### src/source/swap_types_pkg.sv
`default_nettype none

package swap_types_pkg;

    localparam int ADDR_NIBBLES  = 2;
    localparam int DATA_NIBBLES  = 4;
    localparam int SHIFT_NIBBLES = ADDR_NIBBLES + DATA_NIBBLES;
    localparam int ADDR_W        = 4 * ADDR_NIBBLES;
    localparam int DATA_W        = 4 * DATA_NIBBLES;
    localparam int RX_DEPTH      = 4;
    localparam int TX_CREDITS    = 4;
    localparam int RX_PTR_W      = $clog2(RX_DEPTH);
    localparam int RX_CNT_W      = $clog2(RX_DEPTH + 1);
    localparam int TX_CNT_W      = $clog2(TX_CREDITS + 1);

    typedef logic [3:0] nibble_t;

    // Address sits at the top so new nibbles enter at the address end.
    typedef struct packed {
        logic [ADDR_W-1:0] addr;
        logic [DATA_W-1:0] data;
    } swap_fields_t;

    typedef union packed {
        swap_fields_t                fields;
        nibble_t [SHIFT_NIBBLES-1:0] nibs;
    } shift_reg_u;

    typedef struct packed {
        logic    valid;
        nibble_t nibble;
    } nibble_beat_t;

endpackage

`default_nettype wire

### src/source/nibble_link.sv
`timescale 1ns/1ns
`default_nettype none

module nibble_link (
    input  wire                               clk,
    input  wire                               nRst,
    input  wire swap_types_pkg::nibble_beat_t i_rx,
    output logic                              o_rx_credit,
    output swap_types_pkg::nibble_beat_t      o_tx,
    input  wire                               i_tx_credit,
    input  wire                               i_shift_ready,
    input  wire swap_types_pkg::nibble_t      i_out_nibble,
    output logic                              o_shift,
    output swap_types_pkg::nibble_t           o_in_nibble
);

    import swap_types_pkg::*;

    nibble_t             fifo_q [RX_DEPTH];
    logic [RX_PTR_W-1:0] wr_ptr_q;
    logic [RX_PTR_W-1:0] rd_ptr_q;
    logic [RX_CNT_W-1:0] rx_cnt_q;
    logic [TX_CNT_W-1:0] tx_cnt_q;
    logic                rx_ready;
    logic                tx_ready;

    assign rx_ready = (rx_cnt_q != '0);
    assign tx_ready = (tx_cnt_q != '0);

    // Shift only when a nibble waits and the displaced one can be sent.
    assign o_shift     = rx_ready && tx_ready && i_shift_ready;
    assign o_rx_credit = o_shift;
    assign o_in_nibble = fifo_q[rd_ptr_q];

    always_ff @(posedge clk) begin
        if (i_rx.valid) begin
            fifo_q[wr_ptr_q] <= i_rx.nibble;
        end
    end

    always_ff @(posedge clk or negedge nRst) begin
        if (!nRst) begin
            wr_ptr_q <= '0;
            rd_ptr_q <= '0;
            rx_cnt_q <= '0;
        end else begin
            if (i_rx.valid) begin
                wr_ptr_q <= wr_ptr_q + 1'b1;
            end
            if (o_shift) begin
                rd_ptr_q <= rd_ptr_q + 1'b1;
            end
            case ({i_rx.valid, o_shift})
                2'b10:   rx_cnt_q <= rx_cnt_q + 1'b1;
                2'b01:   rx_cnt_q <= rx_cnt_q - 1'b1;
                default: rx_cnt_q <= rx_cnt_q;
            endcase
        end
    end

    // Transmit credits, spent per shift and returned by the host.
    always_ff @(posedge clk or negedge nRst) begin
        if (!nRst) begin
            tx_cnt_q <= TX_CNT_W'(TX_CREDITS);
        end else begin
            case ({i_tx_credit, o_shift})
                2'b10:   tx_cnt_q <= tx_cnt_q + 1'b1;
                2'b01:   tx_cnt_q <= tx_cnt_q - 1'b1;
                default: tx_cnt_q <= tx_cnt_q;
            endcase
        end
    end

    always_ff @(posedge clk or negedge nRst) begin
        if (!nRst) begin
            o_tx <= '0;
        end else begin
            o_tx.valid  <= o_shift;
            o_tx.nibble <= i_out_nibble;
        end
    end

endmodule

`default_nettype wire

### config.mk
export PLATFORM = sky130hd
export DESIGN_NAME = nibble_link
export DESIGN_NICKNAME = d
export VERILOG_FILES = /design/src/source/swap_types_pkg.sv /design/src/source/nibble_link.sv
export SDC_FILE = /design/constraint.sdc
export NUM_CORES = 1
export LEC_CHECK = 0
export BUFFER_PORTS_ARGS = -buffer_cell sky130_fd_sc_hd__buf_2
export CAP_MARGIN = 10
export CORE_AREA = 2 2 53 55
export DETAILED_ROUTE_END_ITERATION = 16
export DIE_AREA = 0 0 55 57
export PLACE_DENSITY = 0.82
export SYNTH_ARGS = -nofsm -noshare
export SYNTH_HDL_FRONTEND = slang
export SYNTH_SLANG_ARGS = --single-unit
### constraint.sdc
create_clock -name clk -period 2.8 [get_ports clk]
set_input_delay 0.84 -clock clk [delete_from_list [all_inputs] [get_ports clk]]
set_output_delay 0.84 -clock clk [all_outputs]
set_load 0.03 [all_outputs]
* After elaboration in Yosys (flattened, before gate mapping) *
Memory sizes are Yosys's and may differ from the RTL's.
Index checks and enable logic that the tools add are counted.

word-level totals
  memories kept = 1
  flip-flop bits (word level) = 15
  bits of input ports = 13
  RAM bits = 16

cells by class
  add/sub/neg operators = 6
  eq/ne operators = 4
  multiplexer cells = 4
  reductions and logical operators = 6

memory list
  memory  words  width  read ports  clocked after Yosys merged registers in  wr ports  line               text
  fifo_q  4      4      1           0                                        1         nibble_link.sv:19  nibble_t fifo_q [RX_DEPTH];

operator list
  operator                                                                number
  3-bit one-hot mux with 2 select lines                                   2
  3-bit by 1-bit adder with 3-bit output (second input constant)          2
  3-bit nonzero test                                                      2
  3-bit by 1-bit subtractor with 3-bit output (second input constant)     2
  2-bit by 1-bit adder with 2-bit output (second input constant)          2
  2-bit by 1-bit equality test with 1-bit output (second input constant)  2
  2-bit equality test (second input constant)                             2
  2-bit nonzero test                                                      2
  1-bit logical AND                                                       2
  1-bit 2-to-1 mux                                                        2

* Logic depth before layout (Yosys ltp) *
  depth after elaboration = 5
  depth in mapped cells = 8
  gate-level depth less buffers = 8

* Least setup slack after synthesis *
OpenSTA, ideal clock, no wires.

  kind = input port to flip-flop
  from = input port i_shift_ready
  to = register tx_cnt_q[2]
  data arrival time = 2.548 ns
  path buffers = 0
  setup time = 0.075 ns
  stages on the path = 7
  path slack = 0.177 ns
  cell sequence = nor3b_2 ha_1 inv_1 fa_1 xor2_1 nor2_1 xor2_1

on the way
  longest elaborated chain between the ends = 3
  elaborated cells on any way between the ends = 5

ends and longest elaborated chain
  item                                                                                   line               text
  start, declared                                                                        nibble_link.sv:11  input wire i_shift_ready,
  1-bit logical AND *                                                                    nibble_link.sv:31  assign o_shift = rx_ready && tx_ready && i_shift_ready;
  2-bit by 1-bit equality test with 1-bit output or 2-bit equality test (tied branches)  nibble_link.sv:66  case ({i_tx_credit, o_shift})
  3-bit one-hot mux with 2 select lines or 2-bit nonzero test (tied branches)            --
  end signal, assigned                                                                   nibble_link.sv:67  2'b10: tx_cnt_q <= tx_cnt_q + 1'b1;
  end signal, assigned                                                                   nibble_link.sv:68  2'b01: tx_cnt_q <= tx_cnt_q - 1'b1;
  end signal, assigned                                                                   nibble_link.sv:69  default: tx_cnt_q <= tx_cnt_q;
  end, declared                                                                          nibble_link.sv:23  logic [TX_CNT_W-1:0] tx_cnt_q;

Every way passes the cells marked *; elsewhere a longest branch is shown, timed or not.
A chain may end at the register's enable or synchronous reset.

* Worst setup path in the final report *
  from = register tx_cnt_q[2]
  to = output port o_rx_credit

on the way
  longest elaborated chain between the ends = 3

ends and longest elaborated chain
  item                            line               text
  start signal, assigned          nibble_link.sv:64  tx_cnt_q <= TX_CNT_W'(TX_CREDITS);
  start signal, assigned          nibble_link.sv:67
  start signal, assigned          nibble_link.sv:68
  3-bit nonzero test              nibble_link.sv:28  assign tx_ready = (tx_cnt_q != '0);
  1-bit logical AND (2 in a row)  nibble_link.sv:31
  end, declared                   nibble_link.sv:8   output logic o_rx_credit,

No other way between the ends.

==> flow_summary.ini <==
[die]
ios = 24
die_h_um = 57
dieArea_um2 = 3135
start_util_pct = 49.33
rows = 19
die_w_um = 55
core_area_um2 = 2615

[clock_tree]
ctsLongestPathBuffers = 2
cts_inserted_buffers = 5
cts_max_level = 2
numClockSinks = 31
worstSkewPairLatency_ps = 320
cts_hold_buf = 0
cts-root-buf = clkbuf_4
cts_tree = yes
cts_resized = 0
path_clk_slew_ps = 100
postCtsSetupBuffers = 0

[logic_synthesis]
synth_top_area_cell = edfxtp_1
syn-instance-count = 79
synth_cell_types = 18
synth_area_um2 = 1290
synth_area_leaders = edfxtp_1, dfrtp_1, mux4_2
syn_area_per_cell_um2 = 16.33
synth_top_area_share_pct = 37.25
syn_nets = 100
synth_edf_count = 16
yosysWarnings = 0
synth-seq-cells = 31
ys.flop_type = edfxtp_1
yosys-top-cells-count = edfxtp_1, dfrtp_1, inv_1
synth.most_common_cell = edfxtp_1
ys_async_sr_fraction_pct = 48.39
seq_area_frac_synth_pct = 66.44

[final_layout]
layout-drive-gt1-share_pct = 34.26
fin_cells = 139
area_growth_syn_to_layout_pct = 14.55
fin_nets = 128
fill_cells = 219
diodes = 0
fin_area_um2 = 1478

[status]
status = complete, no violations

[timing]
rsz0062_at_grt = no
worst_slew_pin_slew_ps = 397.4
fin_crit_ps = 2458
period_share_pct = 87.78
max_freq_mhz = 406.9
final.setup.tns_ps = 0
hold_violations = 0
finalSetupViolCount = 0
slew_headroom_pct = 73.39
clock_skew_ps = 13.32
final-max-slew-violation-count = 0

[setup_path]
slowest_delay_ps = 550
r2r_start = tx_cnt_q[2]
cp_data_required_time_ps = 1960
path_cells = nor3_1 -> nor3b_2 -> buf_2
cp_max_fo = 6
crit_type = reg2out
cp_slowest_cell = dfstp_2
endpoint_kind = primary output
r2r_end = rx_cnt_q[2]
rr_worst_depth = 8
cp_top_family = flip-flops
r2r_slack_ps = 600
critPathLaunchType = flip-flop
arrival_ps = 1620
worstPathBufferInverterCount = 1

[route]
drtIter0Drc = 17
ant_nets = 0
num_vias = 664
drcViolationCount = 0
wire_per_inst_um = 13.61
drt_wl_total_um = 1892
avgViaCountPerCell = 4.777
dr.pass1.iters = 4

[global_routing]
grt_first_pass_wirelength_um = 3187
grtUsageTotal_pct = 15.36
antenna_found_initial = 0
grt-ovfl-total = 0
grt_pass1_vias = 747
grt_max_degree = 16

[placed_design]
gp_congestion = 0.7901
io_buffers = 23
dp_cells = 131
place_area_um2 = 1425
dp_hpwl_um = 1461

[power_and_ir_drop]
p_leak_nw = 0.6599
power_density_nw_per_um2 = 1027
peakVddDrop_uv = 582.1

[hold_path]
hold_class = in2async

[flow_run]
cap_viol_max_count = 0
-- metal layers --
layer	GRT usage [%]	vias to the layer above	wire length, um
met5	0	-	0
met1	16.54	321	716
met3	8.115	5	93
met4	7.317	0	46
li1	-	322	-
met2	24.32	16	1035
-- worst reg2reg max path, cell delays in order (launching register included) --
cell,delay (ps)
dfstp_2,550
nor3_1,80
nor3b_2,390
ha_1,260
inv_1,60
fa_1,370
xor2_1,150
nor2_1,110
xor2_1,150
-- kinds of logic (layout without fill, tap and decap cells) --
family	count (synthesis)	in the layout	share of synthesized area (%)
flops	31	31	66.44
mux	6	6	8.536
simple gates	12	12	5.237
compound gates	1	1	0.3876
buf+inv	12	41	4.365
fa+ha+maj	8	8	8.923
xor+xnor	9	9	6.111
-- area by class of cell --
| cell class | count | area [um2] | area share, % |
|---|---|---|---|
| clock inverter | 3 | 15.01 | 1.016 |
| sequential | 31 | 857.1 | 58.00 |
| clock buffer | 5 | 37.54 | 2.540 |
| multi-input combinational | 36 | 376.6 | 25.49 |
| inverter | 10 | 37.54 | 2.540 |
| tap | 31 | 38.79 | 2.625 |
| timing repair buffer | 23 | 115.1 | 7.790 |
-- through the flow --
stage / util (%) / total power, mW / hold slack (ps) / setup slack [ps]
detailed placement: 54.50 / 1.309 / 494.1 / 318.6
finish: 56.51 / 1.517 / 392.9 / 342.3
global placement: 54.50 / 1.278 / 461.6 / 406.4
CTS: 56.51 / 1.545 / 391.4 / 320.6
floorplan: - / 1.177 / 442.6 / 177.2
global route: 56.51 / 1.634 / 384.2 / 234.1
-- placed cells by master (no fill, tap or decap) --
cell type / count
xnor2_1: 2
inv_1: 10
clkinv_2: 3
nor2_1: 2
mux4_2: 4
nand2_1: 2
ha_1: 6
dfstp_2: 1
fa_1: 2
buf_2: 23
clkbuf_4: 5
mux2i_1: 2
nor3_1: 3
o21ai_0: 1
and2_1: 4
nor3b_2: 1
xor2_1: 7
dfrtp_1: 14
edfxtp_1: 16
-- power by group --
group | internal, mW | switching [mW]
combinational | 0.239 | 0.324
clock | 0.0932 | 0.140
sequential | 0.622 | 0.0997
total | 0.954 | 0.564
-- how the worst max path moves through the flow --
stage | start | to | slack (ps) | depth (start not counted)
3_5_place_dp | i_shift_ready | rx_cnt_q[2] | 320 | 8
2_1_floorplan | i_shift_ready | tx_cnt_q[2] | 180 | 7
3_3_place_gp | i_shift_ready | tx_cnt_q[2] | 410 | 8
4_1_cts | rd_ptr_q[0] | o_in_nibble[0] | 320 | 2
6_report | tx_cnt_q[2] | o_rx_credit | 340 | 3
5_1_grt | rd_ptr_q[0] | o_in_nibble[1] | 230 | 2
-- sequential cells by signal (all words and copies together), names as in the netlist --
register	cells
tx_cnt_q	3
o_tx	5
rx_cnt_q	3
rd_ptr_q	2
wr_ptr_q	2
fifo_q	16
Power figures use the tool's default switching activity.
