<file path="src/source/swap_types_pkg.sv">
`default_nettype none

package swap_types_pkg;

    localparam int ADDR_NIBBLES  = 2;
    localparam int DATA_NIBBLES  = 4;
    localparam int SHIFT_NIBBLES = ADDR_NIBBLES + DATA_NIBBLES;
    localparam int ADDR_W        = 4 * ADDR_NIBBLES;
    localparam int DATA_W        = 4 * DATA_NIBBLES;
    localparam int RX_DEPTH      = 4;
    localparam int TX_CREDITS    = 4;
    localparam int RX_PTR_W      = $clog2(RX_DEPTH);
    localparam int RX_CNT_W      = $clog2(RX_DEPTH + 1);
    localparam int TX_CNT_W      = $clog2(TX_CREDITS + 1);

    typedef logic [3:0] nibble_t;

    // Address sits at the top so new nibbles enter at the address end.
    typedef struct packed {
        logic [ADDR_W-1:0] addr;
        logic [DATA_W-1:0] data;
    } swap_fields_t;

    typedef union packed {
        swap_fields_t                fields;
        nibble_t [SHIFT_NIBBLES-1:0] nibs;
    } shift_reg_u;

    typedef struct packed {
        logic    valid;
        nibble_t nibble;
    } nibble_beat_t;

endpackage

`default_nettype wire

</file>
<file path="src/source/mem_bus_pkg.sv">
`default_nettype none

package mem_bus_pkg;

    localparam int MEM_WAIT  = 2;
    localparam int WAIT_W    = $clog2(MEM_WAIT + 1);
    localparam int MEM_WORDS = 1 << swap_types_pkg::ADDR_W;

    typedef struct packed {
        logic                              read;
        logic                              write;
        logic [swap_types_pkg::ADDR_W-1:0] addr;
        logic [swap_types_pkg::DATA_W-1:0] wdata;
    } mem_req_t;

    typedef struct packed {
        logic                              read_ack;
        logic                              write_ack;
        logic [swap_types_pkg::DATA_W-1:0] rdata;
    } mem_rsp_t;

endpackage

`default_nettype wire

</file>
<file path="src/source/nibble_shift_swap.sv">
`timescale 1ns/1ns
`default_nettype none

module nibble_shift_swap (
    input  wire                             clk,
    input  wire                             nRst,
    input  wire                             i_shift,
    input  wire swap_types_pkg::nibble_t    i_in_nibble,
    output swap_types_pkg::nibble_t         o_out_nibble,
    output logic                            o_shift_ready,
    input  wire                             i_swap_req,
    output logic                            o_swap_ack,
    output mem_bus_pkg::mem_req_t           o_mem_req,
    input  wire mem_bus_pkg::mem_rsp_t      i_mem_rsp
);

    import swap_types_pkg::*;
    import mem_bus_pkg::*;

    typedef enum logic [1:0] {
        IDLE,
        READ_1,
        WRITE,
        READ_2
    } swap_state_t;

    swap_state_t       state_q;
    shift_reg_u        shift_q;
    logic [DATA_W-1:0] rd_word_q;
    logic              read_q;
    logic              write_q;
    logic [DATA_W-1:0] data_xor;

    assign data_xor      = shift_q.fields.data ^ i_mem_rsp.rdata;
    assign o_out_nibble  = shift_q.nibs[0];
    assign o_shift_ready = (state_q == IDLE);

    // Write data is (D ^ M) ^ M, so memory receives the old register data.
    assign o_mem_req.read  = read_q;
    assign o_mem_req.write = write_q;
    assign o_mem_req.addr  = shift_q.fields.addr;
    assign o_mem_req.wdata = shift_q.fields.data ^ rd_word_q;

    always_ff @(posedge clk or negedge nRst) begin
        if (!nRst) begin
            state_q    <= IDLE;
            shift_q    <= '0;
            read_q     <= 1'b0;
            write_q    <= 1'b0;
            o_swap_ack <= 1'b0;
        end else begin
            o_swap_ack <= 1'b0;
            case (state_q)
                IDLE: begin
                    // A shift in the same cycle takes priority over the swap.
                    if (i_shift) begin
                        shift_q.nibs <= {i_in_nibble, shift_q.nibs[SHIFT_NIBBLES-1:1]};
                    end else if (i_swap_req && !o_swap_ack) begin
                        read_q  <= 1'b1;
                        state_q <= READ_1;
                    end
                end
                READ_1: begin
                    if (i_mem_rsp.read_ack) begin
                        shift_q.fields.data <= data_xor;
                        read_q              <= 1'b0;
                        write_q             <= 1'b1;
                        state_q             <= WRITE;
                    end
                end
                WRITE: begin
                    if (i_mem_rsp.write_ack) begin
                        write_q <= 1'b0;
                        read_q  <= 1'b1;
                        state_q <= READ_2;
                    end
                end
                READ_2: begin
                    // Second XOR leaves the old memory word in the data field.
                    if (i_mem_rsp.read_ack) begin
                        shift_q.fields.data <= data_xor;
                        read_q              <= 1'b0;
                        o_swap_ack          <= 1'b1;
                        state_q             <= IDLE;
                    end
                end
                default: begin
                    state_q <= IDLE;
                end
            endcase
        end
    end

    // Keep the first read word for the write-back.
    always_ff @(posedge clk) begin
        if ((state_q == READ_1) && i_mem_rsp.read_ack) begin
            rd_word_q <= i_mem_rsp.rdata;
        end
    end

endmodule

`default_nettype wire

</file>
<file path="config.mk">
export PLATFORM = sky130hd
export DESIGN_NAME = nibble_shift_swap
export DESIGN_NICKNAME = d
export VERILOG_FILES = /design/src/source/swap_types_pkg.sv /design/src/source/mem_bus_pkg.sv /design/src/source/nibble_shift_swap.sv
export SDC_FILE = /design/constraint.sdc
export NUM_CORES = 1
export LEC_CHECK = 0
export ABC_AREA = 0
export BUFFER_PORTS_ARGS = -buffer_cell sky130_fd_sc_hd__buf_2
export CORE_ASPECT_RATIO = 0.8
export CORE_UTILIZATION = 30
export CTS_CLUSTER_DIAMETER = 50
export DETAILED_ROUTE_END_ITERATION = 8
export HOLD_SLACK_MARGIN = 0.06
export PLACE_DENSITY = 0.59
export SYNTH_ARGS = -nofsm -noshare
export SYNTH_HDL_FRONTEND = slang
export SYNTH_SLANG_ARGS = --single-unit
</file>
<file path="constraint.sdc">
create_clock -name clk -period 3.9 [get_ports clk]
set_clock_uncertainty 0.1 [all_clocks]
set_input_delay 0.78 -clock clk [delete_from_list [all_inputs] [get_ports clk]]
set_output_delay 0.78 -clock clk [all_outputs]
set_load 0.02 [all_outputs]
</file>
* Word-level counts from Yosys, hierarchy flattened
Cells that the tools add are included.
** Cells by class
- Muxes and demuxes :: 19
- Reductions and logical operators :: 12
- Equality and inequality tests :: 10
- Bitwise gates (word level) :: 2
** Operators with widths (number)
- $mux W16 :: 2
- $pmux W16 S2 :: 1
- $xor A16 B16 Y16 :: 2
- $mux W2 :: 5
- $ne A2 B2 Y1 const B :: 5
- $mux W1 :: 8
- $pmux W2 S4 :: 1
- $reduce_and A3 Y1 :: 2
- $reduce_and A5 Y1 :: 1
- $eq A2 B2 Y1 const B :: 2
- $ne A2 B1 Y1 const B :: 2
- $reduce_and A4 Y1 :: 1
- $reduce_bool A2 Y1 :: 2
- $pmux W1 S3 :: 1
- $eq A2 B1 Y1 const B :: 1
- $logic_and A1 B1 Y1 :: 2
- $logic_not A2 Y1 :: 1
- $pmux W1 S2 :: 1
- $reduce_and A2 Y1 :: 1
- $reduce_or A2 Y1 :: 1
- $logic_not A1 Y1 :: 1
** Storage, ports and cells
- Bits in registers :: 45
- Word-level logic and storage cells :: 50
- Output and inout port bits :: 32
- Bits of input ports :: 26

* Logic depth before layout (Yosys ltp)
- Depth in word-level cells :: 5
- Gate-level depth with buffers :: 8
- Depth with buffers taken out :: 5

* Worst setup path after synthesis
Ideal clock, no wire load.
- Path kind :: input to register
- Start :: in i_mem_rsp[17] in the netlist's numbering
- End :: reg shift_q[10] in the netlist's numbering
- Setup time :: 0.121 ns
- Stages on the path :: 5
- Data arrival time :: 1.810 ns
- Buffers on the path :: 2
- Required time :: 3.679 ns
- Slack :: 1.869 ns
- Path through :: o21ba_2 -> or3_1 -> clkbuf_1 -> buf_2 -> o22a_1
** On the way
- Word-level cells in the longest chain between the ends :: 2
** Ends and longest elaborated chain
- start, declared :: line nibble_shift_swap.sv:14 : input wire mem_bus_pkg::mem_rsp_t i_mem_rsp
- $ne A2 B1 Y1 (no line)
- $reduce_and A3 Y1 (no line)
- end, declared :: line nibble_shift_swap.sv:28 : shift_reg_u shift_q;
No other way between the ends.
A chain may end at the register's enable or synchronous reset.

* Worst setup path after layout
- Start :: reg state_q[1]
- End :: reg shift_q[9] in the netlist's numbering
** On the way
- Word-level cells in the longest chain between the ends :: 4
- Elaborated cells on any way between the ends :: 9
- Those cells by class :: eq/ne (4); mux (1); reduce/logical (4)
** Ends and longest elaborated chain
- start, declared :: line nibble_shift_swap.sv:27 : swap_state_t state_q;
- start signal, assigned :: line nibble_shift_swap.sv:46 : state_q <= IDLE;
- start signal, assigned :: line nibble_shift_swap.sv:60 : state_q <= READ_1;
- start signal, assigned :: line nibble_shift_swap.sv:68 : state_q <= WRITE;
- $eq A2 B1 Y1 / $eq A2 B2 Y1 (equally long branches) :: line nibble_shift_swap.sv:53 : case (state_q)
- $reduce_or A2 Y1 (no line)
- $ne A2 B1 Y1 (no line) / $reduce_bool A2 Y1 (equally long branches)
- $reduce_and A3 Y1 (no line)
Several ways; a longest one is shown, not always the timed one.

==> metrics.yaml <==
clock_tree:
  cts_tree: "built"
  h-tree-depth: 2
  clk_latency_ns: 0.29
  path_clk_slew_ns: 0.08
  cts_buffers: 5
  cts_sinks: 45
  clock_tree.root_cell: "clkbuf_8"
  cts_resized: 0
  clk_path_buf_depth: 2
  post_cts_buffers: 0
  cts_hold_buf: 0
timing:
  max_slew_margin: 0.321
  max_freq_ghz: 0.356
  rsz0062_at_grt: "no"
  finalSetupViolCount: 0
  finalHoldViolCount: 0
  layout_worst_path_cycle_share: 0.721
  tightest_slew_ns: 1.02
  drv_slew: 0
  fin_setup_tns_ns: 0
  min_period_ns: 2.81
logic_synthesis:
  synth_area_leaders: "dfrtp_1 (30%), edfxtp_1 (20%), a2111oi_0 (6.2%)"
  yosys_register_bits: 45
  synth_edf_count: 16
  synthDistinctLibCells: 27
  synth_top_family_by_area: "compound AO/OA/AOI/OAI gates"
  synth_top_flop_cell: "dfrtp_1"
  synthesis.nets: 243
  synth_adder_area_share: 0.0363
  synth_compound_area_frac: 0.196
  muxShareOfSynthArea: 0.0420
  yosys.area_share.simple: 0.0555
  ys_warn_count: 0
  synthArstFlopShare: 0.644
  synthXorXnorAreaFrac: 0.0581
  syn_area_per_cell_um2: 11.5
  yosys.area.top_type_share: 0.301
  seq_area_frac_synth: 0.500
  synth_top_area_cell: "dfrtp_1"
  synth_area_um2: 2410
  postSynthCellCount: 210
power:
  power.share.clock: 0.119
  power_frac_seq: 0.336
  combPwrFrac: 0.545
  powerDensity_nw_per_um2: 918
  p_int_mw: 1.38
  vdd_drop_max_uv: 281
  switching_share: 0.450
  p_leak_nw: 1.15
  power_switching_mw: 1.13
final_layout:
  multi_input_area_um2: 936
  drive_gt1_frac: 0.306
  layout_common_cells: "buf_2 (57), dfrtp_1 (29), inv_1 (21), a2111oi_0 (17)"
  seq_area_um2: 1210
  fill_cells: 788
  antenna_cells: 0
  final_nets: 280
  final_common_cell: "buf_2"
  post-route-util: 0.360
  areaGrowthSynthToFinish_pct: 13.4
worst_setup_path:
  worstPathCellList: "inv_1 > ha_1 > or2_1 > a2111oi_0 > o22a_1"
  endpoint_kind: "register"
  path_max_fanout: 33
  max_stage_delay_ns: 0.88
  worst_path_max_delay_cell: "or2_1"
  critPathBufInv: 1
  cp.arrival_ns: 2.90
  path_class: "register to register"
  critPathLaunchType: "register"
  worst_ep_required_time_ns: 3.99
  path_delay_family: "simple AND/OR/NAND/NOR gates"
outcome:
  status: "finished clean"
floorplanning:
  start_util: 0.317
  pin_count: 58
  core_area_um2: 7600
  die_w_um: 102
  dieArea_um2: 8400
  num_rows: 28
  die_y_um: 82.2
detailed_routing:
  dr.pass1.iters: 4
  ant_nets: 0
  first_iter_violations: 105
  viasPerCell: 4.88
  drc_errors: 0
  vias: 1723
  wl_per_cell_um: 15.1
  wirelength_um: 5320
placement:
  portBuffers: 57
  gp_congestion: 0.721
  dp_hpwl_um: 3580
grt:
  grt_pass1_wl_um: 8510
  grt_pass1_vias: 1719
  gr-total-overflow: 0
  grt_max_degree: 34
  track_usage: 0.135
  antenna_found_initial: 0
run:
  maxCapViolCount: 0
worst_hold_path:
  hp-class: "input pin to asynchronous set/reset pin"
## cells in the mapped netlist (7+ instances only)
cell and count:
a2111oi_0 17, edfxtp_1 16, dfrtp_1 29, inv_1 21, o22a_1 16, xor2_1 16
a31oi_1 16, mux2_2 9, ha_1 7, buf_4 14, clkbuf_1 8, nor3_1 16
## power groups by stage
stage	clock [mW]	combinational (mW)	sequential, mW
2_1_floorplan	0	1.18	0.814
3_3_place_gp	0	1.35	0.852
3_5_place_dp	0	1.37	0.857
4_1_cts	0.311	1.38	0.846
5_1_grt	0.330	1.51	0.876
6_report	0.299	1.37	0.843
## worst reg2reg max path, cell delays in order (launching register included)
cell and delay, ns:
dfrtp_1 0.42, inv_1 0.13, ha_1 0.66, or2_1 0.88, a2111oi_0 0.29, o22a_1 0.23
## routing by layer
metal  track usage  vias to the layer above  share of wire
li1              -                      836              -
met1         0.186                      842           0.50
met2         0.213                       40           0.45
met3        0.0303                        5          0.042
met4        0.0429                        0         0.0075
met5             0                        -              0
## registers in the layout, indices dropped and copies added, names as in the netlist
name,cells
state_q,2
read_q,1
write_q,1
shift_q,24
o_swap_ack,1
rd_word_q,16
## worst paths after layout
kind                                  start          end  slack [ns]  cells after the start
worst min-delay path                   nRst  shift_q[21]        0.43                      1
worst max-delay path             state_q[1]   shift_q[9]        1.09                      5
worst max register to register   state_q[1]   shift_q[9]        1.09                      5
max in group asynchronous              nRst   shift_q[7]        2.83                      1
worst min register to register  shift_q[22]  shift_q[22]        0.43                      1
min in group clk                shift_q[22]  shift_q[22]        0.43                      1
## final cells by class
class                           count  area share
Multi-Input combinational cell    116       0.342
Clock buffer                        8      0.0329
Tap cell                          105      0.0480
Inverter                           21      0.0288
Sequential cell                    45       0.441
Timing Repair Buffer               58       0.107
## cell families after synthesis
logic type | Yosys count
AO/OA/AOI/OAI | 59
XOR/XNOR | 16
adder cells (fa/ha/maj) | 7
buffers and inverters | 49
flip-flops | 45
multiplexers | 9
AND/OR/NAND/NOR | 25
## through the flow
stage	hold slack, ns	instances	total power [mW]	instance area, µm²	worst slack [ns]
floorplan	0.379	210	2.00	2410	1.87
global placement	0.407	345	2.20	2650	1.24
detailed placement	0.413	345	2.23	2650	1.14
CTS	0.432	353	2.53	2740	1.12
global route	0.469	353	2.72	2740	0.866
finish	0.427	353	2.51	2740	1.09
No activity file was read; power rests on OpenSTA's default activity.
